### config.mk
export PLATFORM = sky130hd
export DESIGN_NAME = snd_out_top
export DESIGN_NICKNAME = d
export VERILOG_FILES = /design/src/snd_ctrl_pkg.sv /design/src/snd_pkg.sv /design/src/snd_bus_if.sv /design/src/pcm_format.sv /design/src/sd_dac.sv /design/src/snd_ctrl.sv /design/src/snd_out_top.sv
export VERILOG_INCLUDE_DIRS = /design/src
export SDC_FILE = /design/constraint.sdc
export NUM_CORES = 1
export LEC_CHECK = 0
export BUFFER_PORTS_ARGS = -buffer_cell sky130_fd_sc_hd__buf_4
export CAP_MARGIN = 20
export CORE_MARGIN = 3
export CORE_UTILIZATION = 55
export CTS_BUF_LIST = sky130_fd_sc_hd__clkbuf_16
export CTS_CLUSTER_DIAMETER = 30
export DETAILED_ROUTE_END_ITERATION = 12
export PLACE_DENSITY = 0.77
export SETUP_SLACK_MARGIN = 0.3
export SLEW_MARGIN = 20
export SYNTH_ARGS = -nofsm -noshare
export SYNTH_HDL_FRONTEND = slang
export SYNTH_SLANG_ARGS = --single-unit
### constraint.sdc
create_clock -name clk_dac -period 2.81 [get_ports clk_dac]
set_clock_uncertainty 0.05 [all_clocks]
set_input_delay 0.562 -clock clk_dac [delete_from_list [all_inputs] [get_ports clk_dac]]
set_output_delay 0.562 -clock clk_dac [all_outputs]
set_load 0.1 [all_outputs]
### src/snd_defs.svh
// enable divider length, sample padding widths and mute level
`ifndef SND_DEFS_SVH
`define SND_DEFS_SVH

// clk_dac cycles per modulator enable
`define SND_CEN_DIV    4

// game sample width
`define SND_PCM_W      16

// zero bits added above and below the sample
`define SND_PAD_HI     1
`define SND_PAD_LO     3
`define SND_WIDE_W     (`SND_PAD_HI + `SND_PCM_W + `SND_PAD_LO)

// midscale in offset binary, a quarter density after padding
`define SND_MUTE_LEVEL 16'h8000

`endif

### src/snd_ctrl_pkg.sv
// controller state enum and output-mode enum
`default_nettype none

package snd_ctrl_pkg;

    // run/mute sequencing, steps only on the modulator enable
    typedef enum logic [1:0] {
        ST_WAIT = 2'd0,
        ST_RUN  = 2'd1,
        ST_MUTE = 2'd2
    } ctrl_state_t;

    // right channel source
    typedef enum logic {
        MODE_STEREO = 1'b0,
        MODE_MONO   = 1'b1
    } out_mode_t;

endpackage

`default_nettype wire

### src/snd_pkg.sv
// sample, padded sample and accumulator vector types
`default_nettype none

`include "snd_defs.svh"

package snd_pkg;

    // game sample as delivered by the core
    typedef logic [`SND_PCM_W-1:0] pcm_t;

    // leading zero, offset-binary sample, trailing zeros
    typedef logic [`SND_WIDE_W-1:0] pcm_wide_t;

    // first-order modulator state
    // same width as its input, the carry is the output bit
    typedef logic [`SND_WIDE_W-1:0] sd_acc_t;

endpackage

`default_nettype wire

### src/snd_bus_if.sv
// interface carrying control strobes and levels to the sound datapath
`timescale 1ns/1ps
`default_nettype none

interface snd_bus_if;

    // one cycle in every SND_CEN_DIV
    logic cen;
    // capture strobe, cen qualified by the run state
    logic load;
    // present the mute level instead of stored samples
    logic mute;
    // right channel repeats the left
    logic mirror;

    modport ctrl (
        output cen,
        output load,
        output mute,
        output mirror
    );

    modport fmt (
        input cen,
        input load,
        input mute,
        input mirror
    );

    modport dac (
        input cen
    );

endinterface

`default_nettype wire

### src/pcm_format.sv
// sample conditioning, sample registers, mute level and mono mirroring
`timescale 1ns/1ps
`default_nettype none

`include "snd_defs.svh"

module pcm_format (
    input  wire logic          clk_dac,
    input  wire logic          rst,
    snd_bus_if.fmt             bus,
    input  wire snd_pkg::pcm_t snd_left_i,
    input  wire snd_pkg::pcm_t snd_right_i,
    input  wire logic          signed_i,
    output snd_pkg::pcm_wide_t sample_l_o,
    output snd_pkg::pcm_wide_t sample_r_o
);

    snd_pkg::pcm_t smp_left;
    snd_pkg::pcm_t smp_right;
    snd_pkg::pcm_t sel_left;
    snd_pkg::pcm_t sel_right;

    // two's complement to offset binary is an msb flip
    function automatic snd_pkg::pcm_t to_offset(input snd_pkg::pcm_t s, input logic sgn);
        to_offset = {s[`SND_PCM_W-1] ^ sgn, s[`SND_PCM_W-2:0]};
    endfunction

    // leading zero keeps the carry rate at most one half
    function automatic snd_pkg::pcm_wide_t pad(input snd_pkg::pcm_t s);
        pad = {{`SND_PAD_HI{1'b0}}, s, {`SND_PAD_LO{1'b0}}};
    endfunction

    always_ff @(posedge clk_dac or posedge rst) begin
        if (rst) begin
            smp_left  <= `SND_MUTE_LEVEL;
            smp_right <= `SND_MUTE_LEVEL;
        end else if (bus.cen && bus.load) begin
            smp_left  <= to_offset(snd_left_i, signed_i);
            smp_right <= to_offset(snd_right_i, signed_i);
        end
    end

    always_comb begin
        sel_left  = bus.mute ? `SND_MUTE_LEVEL : smp_left;
        // mono takes the stored left sample
        if (bus.mute) begin
            sel_right = `SND_MUTE_LEVEL;
        end else begin
            sel_right = bus.mirror ? smp_left : smp_right;
        end
    end

    assign sample_l_o = pad(sel_left);
    assign sample_r_o = pad(sel_right);

endmodule

`default_nettype wire

### src/sd_dac.sv
// first-order sigma-delta modulator for one channel
`timescale 1ns/1ps
`default_nettype none

module sd_dac (
    input  wire logic               clk_dac,
    input  wire logic               rst,
    snd_bus_if.dac                  bus,
    input  wire snd_pkg::pcm_wide_t pcm_i,
    output logic                    pwm_o
);

    localparam int ACC_W = $bits(snd_pkg::sd_acc_t);

    snd_pkg::sd_acc_t acc;
    logic [ACC_W:0]   sum;

    // one extra bit to catch the carry
    assign sum = {1'b0, acc} + {1'b0, pcm_i};

    // carry rate equals pcm_i / 2^ACC_W
    always_ff @(posedge clk_dac or posedge rst) begin
        if (rst) begin
            acc   <= '0;
            pwm_o <= 1'b0;
        end else if (bus.cen) begin
            acc   <= sum[ACC_W-1:0];
            pwm_o <= sum[ACC_W];
        end
    end

endmodule

`default_nettype wire

### src/snd_ctrl.sv
// sound controller with the enable ring and the run/mute FSM
`timescale 1ns/1ps
`default_nettype none

`include "snd_defs.svh"

module snd_ctrl (
    input  wire logic clk_dac,
    input  wire logic rst,
    input  wire logic mute_i,
    input  wire logic stereo_i,
    snd_bus_if.ctrl   bus
);

    localparam int CEN_DIV = `SND_CEN_DIV;
    // one hot, three rotations short of bit zero
    // so the first enable shows up at the third edge after reset
    localparam logic [CEN_DIV-1:0] RING_INIT = {{(CEN_DIV-2){1'b0}}, 2'b10};

    logic [CEN_DIV-1:0]        cen_ring;
    logic                      cen;
    snd_ctrl_pkg::ctrl_state_t state;
    snd_ctrl_pkg::ctrl_state_t state_nxt;
    snd_ctrl_pkg::out_mode_t   mode;

    assign cen = cen_ring[0];

    // rotating enable ring
    always_ff @(posedge clk_dac or posedge rst) begin
        if (rst) begin
            cen_ring <= RING_INIT;
        end else begin
            cen_ring <= {cen_ring[CEN_DIV-2:0], cen_ring[CEN_DIV-1]};
        end
    end

    // transitions only on the enable
    always_comb begin
        state_nxt = state;
        if (cen) begin
            case (state)
                snd_ctrl_pkg::ST_WAIT: begin
                    state_nxt = snd_ctrl_pkg::ST_RUN;
                end
                snd_ctrl_pkg::ST_RUN: begin
                    if (mute_i) begin
                        state_nxt = snd_ctrl_pkg::ST_MUTE;
                    end
                end
                snd_ctrl_pkg::ST_MUTE: begin
                    if (!mute_i) begin
                        state_nxt = snd_ctrl_pkg::ST_RUN;
                    end
                end
                default: begin
                    state_nxt = snd_ctrl_pkg::ST_WAIT;
                end
            endcase
        end
    end

    always_ff @(posedge clk_dac or posedge rst) begin
        if (rst) begin
            state <= snd_ctrl_pkg::ST_WAIT;
        end else begin
            state <= state_nxt;
        end
    end

    assign mode = stereo_i ? snd_ctrl_pkg::MODE_STEREO : snd_ctrl_pkg::MODE_MONO;

    assign bus.cen    = cen;
    assign bus.load   = cen && (state == snd_ctrl_pkg::ST_RUN);
    assign bus.mute   = (state != snd_ctrl_pkg::ST_RUN);
    assign bus.mirror = (mode == snd_ctrl_pkg::MODE_MONO);

endmodule

`default_nettype wire

### src/snd_out_top.sv
// audio output top with controller, formatter and two modulators
`timescale 1ns/1ps
`default_nettype none

module snd_out_top (
    input  wire logic          clk_dac,
    input  wire logic          rst,
    input  wire logic          mute_i,
    input  wire logic          stereo_i,
    input  wire logic          signed_i,
    input  wire snd_pkg::pcm_t snd_left_i,
    input  wire snd_pkg::pcm_t snd_right_i,
    output wire logic          snd_pwm_left_o,
    output wire logic          snd_pwm_right_o
);

    snd_pkg::pcm_wide_t sample_l;
    snd_pkg::pcm_wide_t sample_r;

    snd_bus_if bus ();

    snd_ctrl u_ctrl (
        .clk_dac  ( clk_dac  ),
        .rst      ( rst      ),
        .mute_i   ( mute_i   ),
        .stereo_i ( stereo_i ),
        .bus      ( bus.ctrl )
    );

    pcm_format u_format (
        .clk_dac     ( clk_dac     ),
        .rst         ( rst         ),
        .bus         ( bus.fmt     ),
        .snd_left_i  ( snd_left_i  ),
        .snd_right_i ( snd_right_i ),
        .signed_i    ( signed_i    ),
        .sample_l_o  ( sample_l    ),
        .sample_r_o  ( sample_r    )
    );

    sd_dac u_dac_left (
        .clk_dac ( clk_dac        ),
        .rst     ( rst            ),
        .bus     ( bus.dac        ),
        .pcm_i   ( sample_l       ),
        .pwm_o   ( snd_pwm_left_o )
    );

    sd_dac u_dac_right (
        .clk_dac ( clk_dac         ),
        .rst     ( rst             ),
        .bus     ( bus.dac         ),
        .pcm_i   ( sample_r        ),
        .pwm_o   ( snd_pwm_right_o )
    );

endmodule

`default_nettype wire

==> summary.md <==
| Metric | Value |
|---|---|
| Outcome | finished clean |
| Top cells by area, synth | dfrtp_1, mux2_2, ha_1 |
| Post-synthesis sequential area ratio | 0.389 |
| Clk_lat worst skew | 0.33 ns |
| First-pass GRT wire length | 18.5 mm |
| Yosys top cell area share | 0.373 |
| Critical path's slowest cell | dfrtp_2 |
| Critical path's most frequent cell | nand4_1 |
| Number of max-cap violations | 0 |
| Multiplexer area fraction after synthesis | 0.147 |
| Post-Layout Cell Count | 653 |
| Detailed placer's ending HPWL | 8.21 mm |
| Clock transition at the registers of the reported paths | 0.06 ns |
| Final Cell Area | 5750 µm² |
| Nets | 614 |
| Largest family of logic cells by synthesized area | compound AO/OA/AOI/OAI gates |
| Synth Area in XOR/XNOR | 0.0331 |
| CTS Buf Count | 9 |
| IO Port Bufs | 38 |
| Crit-path max FO | 11 |
| Pleak | 2.69 nW |
| Cell variety after synth | 53 |
| Slew Viols, Final | 0 |
| Minimum hold slack | 0.297 ns |
| Reg2reg setup slack | 0.35 ns |
| Setup violations, final | 0 |
| Vias in the first global route | 3929 |
| DP Area | 5290 µm² |
| DRC viols | 0 |
| Drt wl/cell | 17.4 µm |
| Critical-path cell list | nand2_2 -> buf_6 -> nor2_1 -> ha_1 -> nand4_1 -> nor3_1 -> nand2_1 -> or3_1 -> nand4_1 |
| Root Buffer | clkbuf_16 |
| Area delta synth->final | 20.7% |
| Vias per cell | 6.07 |
| PnR Total Power | 2.45 mW |
| Critical Path End Type | register |
| Share of cells above drive strength 1 | 0.308 |
| Number of synthesized flops with an enable pin | 0 |
| Hold Vio Cnt, Final | 0 |
| Crit path arrival time | 2.67 ns |
| Fraction of the mapped netlist area in adder cells | 0.0924 |
| # rows | 33 |
| Fillers | 619 |
| H-tree levels | 3 |
| Most instantiated cells after synthesis | dfrtp_1, nand2_1, mux2_2, nor2_1, a21oi_1 |
| Synth area leader | dfrtp_1 |
| Relative slew slack | 0.529 |
| Largest net degree at the start of global routing | 38 |
| Mapped Area | 4770 µm² |
| CTS Buffer Depth | 2 |
| Worst Path Required | 3.03 ns |
| Syn_area_per_cell | 9.73 µm² |
| Synthesized instance count | 490 |
| CP max stage delay | 0.46 ns |
| Antenna-violating nets left | 0 |
| Top-count cell post-synth | dfrtp_1 |
| Placed Instances | 627 |
| Peak supply drop | 279 µV |
| Final period util | 0.874 |
| Sink Count | 74 |
| Ys flop type | dfrtp_1 |
| Simple-Gate Fraction of Synth Area | 0.136 |
| Period minus WS final | 2.46 ns |
| Register bit total from synthesis | 74 |
| Syn_nets | 561 |
| Ports | 39 |
| Die Footprint | 9820 µm² |
| PwrDens | 426 nW/µm² |
| Die Wd | 99.1 µm |
| Fmax achieved | 0.407 GHz |
| All-Layer GR Usage | 0.233 |
| N_diodes | 0 |
| RSZ-0062 raised after global routing | true |
| Congestion Overflow GR | 0 |
| Cells on worst reg2reg path | 9 |
| Crit Path Category | reg -> reg |
| Die Y | 99.1 µm |
| CTS tree | done |
| Asr flop ratio synth | 1.00 |
| Worst-margin pin slew | 0.705 ns |
| Setup TNS | 0 ns |
| Crit path launch type | register |
| Initial antenna violation count | 0 |
| Pre-antenna DRT Iters | 5 |
| HP Class | in -> async |
| Core ar. | 8300 µm² |
| Initial Util | 0.574 |
| DRT iter0 DRCs | 186 |
| Worst r2r dst | u_dac_right.acc[16]$_DFFE_PP0P_ |
| Synth Area in Compound Gates | 0.172 |
| Synth Warn # | 0 |
| Placer congestion estimate | 0.913 |
| Worst r2r src | u_ctrl.state[0]$_DFFE_PP0P_ |
| Drt total wl | 11.4 mm |
| Vias | 3962 |
[worst max-delay path: cells and delay by family (launching register included)]
family | cells | cell delay, ns
flip-flops | 1 | 0.46
AND/OR/NAND/NOR | 7 | 1.30
adder cells (fa/ha/maj) | 1 | 0.42
buffers and inverters | 1 | 0.16
[power breakdown]
group | switching (mW) | internal (mW) | total, mW
logic | 0.166 | 0.151 | 0.317
clock network | 0.443 | 0.586 | 1.03
registers | 0.0165 | 1.09 | 1.10
[registers in the layout, summed over array words and instances, names as in the netlist]
name and count:
u_dac_left.acc 17, u_format.smp_right 16, u_dac_left.pwm_o 1, u_ctrl.state 2
u_dac_right.pwm_o 1, u_dac_right.acc 17, u_format.smp_left 16, u_ctrl.cen_ring 4
[layout make-up]
| class | count | area, µm² | share of cell area |
|---|---|---|---|
| multi-input combinational | 380 | 2950 | 0.513 |
| sequential | 74 | 1860 | 0.323 |
| timing repair buffer | 62 | 494 | 0.0859 |
| clock buffer | 9 | 225 | 0.0391 |
| tap | 105 | 131 | 0.0228 |
| inverter | 16 | 60.1 | 0.0104 |
| clock inverter | 7 | 37.5 | 0.00652 |
[per-stage QoR]
step / util / setup slack, ns
floorplan: - / 0.256
global placement: 0.638 / 0.138
detailed placement: 0.638 / 0.0390
CTS: 0.673 / 0.300
global route: 0.693 / 0.280
finish: 0.693 / 0.353
[worst max-delay path by stage]
stage / from / to / slack (ns)
final: u_ctrl.state[0]$_DFFE_PP0P_ / u_dac_right.acc[16]$_DFFE_PP0P_ / 0.35
after global routing: u_ctrl.state[0]$_DFFE_PP0P_ / u_dac_right.acc[18]$_DFFE_PP0P_ / 0.28
after CTS: u_ctrl.state[0]$_DFFE_PP0P_ / u_dac_right.acc[18]$_DFFE_PP0P_ / 0.30
after detailed placement: stereo_i / u_dac_right.acc[19]$_DFFE_PP0P_ / 0.04
after global placement: stereo_i / u_dac_right.acc[18]$_DFFE_PP0P_ / 0.14
after floorplan: stereo_i / u_dac_right.acc[18]$_DFFE_PP0P_ / 0.26
[layout by cell type (no fill, tap or decap), types with 3 or more instances in the layout]
| cell | synthesis | final |
|---|---|---|
| dfrtp_1 | 71 | 70 |
| buf_4 | 0 | 59 |
| nand2_1 | 49 | 47 |
| mux2_2 | 48 | 47 |
| nor2_1 | 40 | 38 |
| a21oi_1 | 38 | 27 |
| ha_1 | 32 | 25 |
| o21ai_0 | 25 | 19 |
| mux2i_1 | 16 | 16 |
| xnor2_1 | 14 | 14 |
| inv_1 | 16 | 13 |
| and3_1 | 14 | 13 |
| clkbuf_16 | 0 | 9 |
| o211ai_1 | 8 | 8 |
| nand4_1 | 8 | 8 |
| a21oi_2 | 0 | 8 |
| o31ai_1 | 7 | 7 |
| o21a_1 | 7 | 6 |
| o21ai_1 | 0 | 5 |
| nand3_1 | 5 | 5 |
| nor3_1 | 4 | 4 |
| a21o_1 | 4 | 4 |
| nand2b_1 | 6 | 4 |
| xor2_1 | 4 | 4 |
| or3_1 | 4 | 4 |
| inv_2 | 0 | 4 |
| ha_2 | 0 | 4 |
| a21oi_4 | 0 | 3 |
| a211oi_2 | 0 | 3 |
| a211o_1 | 3 | 3 |
| a21boi_0 | 4 | 3 |
| ha_4 | 0 | 3 |
| clkinv_2 | 0 | 3 |
| dfstp_2 | 3 | 3 |
[routing by layer]
layer	track usage	routed length [µm]	vias to the layer above
met5	0	0	-
li1	-	-	1909
met1	0.319	5090	1919
met4	0.0935	283	0
met2	0.372	5450	107
met3	0.0386	539	27
[what timing repair did]
| item | CTS | global route |
|---|---|---|
| pin swaps | 1 | 11 |
| resized for setup | 7 | 30 |
| hold buffers | 0 | 0 |
| buffers inserted | 2 | 8 |
| setup endpoints to repair | 12 | 24 |
[kinds of logic (layout without fill, tap and decap cells)]
| kind of cell | count (synthesis) | count (layout) |
|---|---|---|
| adder cells (fa/ha/maj) | 34 | 34 |
| XOR/XNOR | 18 | 18 |
| AND/OR/NAND/NOR | 139 | 139 |
| AO/OA/AOI/OAI | 125 | 125 |
| buffers and inverters | 36 | 94 |
| flip-flops | 74 | 74 |
| multiplexers | 64 | 64 |
Power figures use the tool's default switching activity.
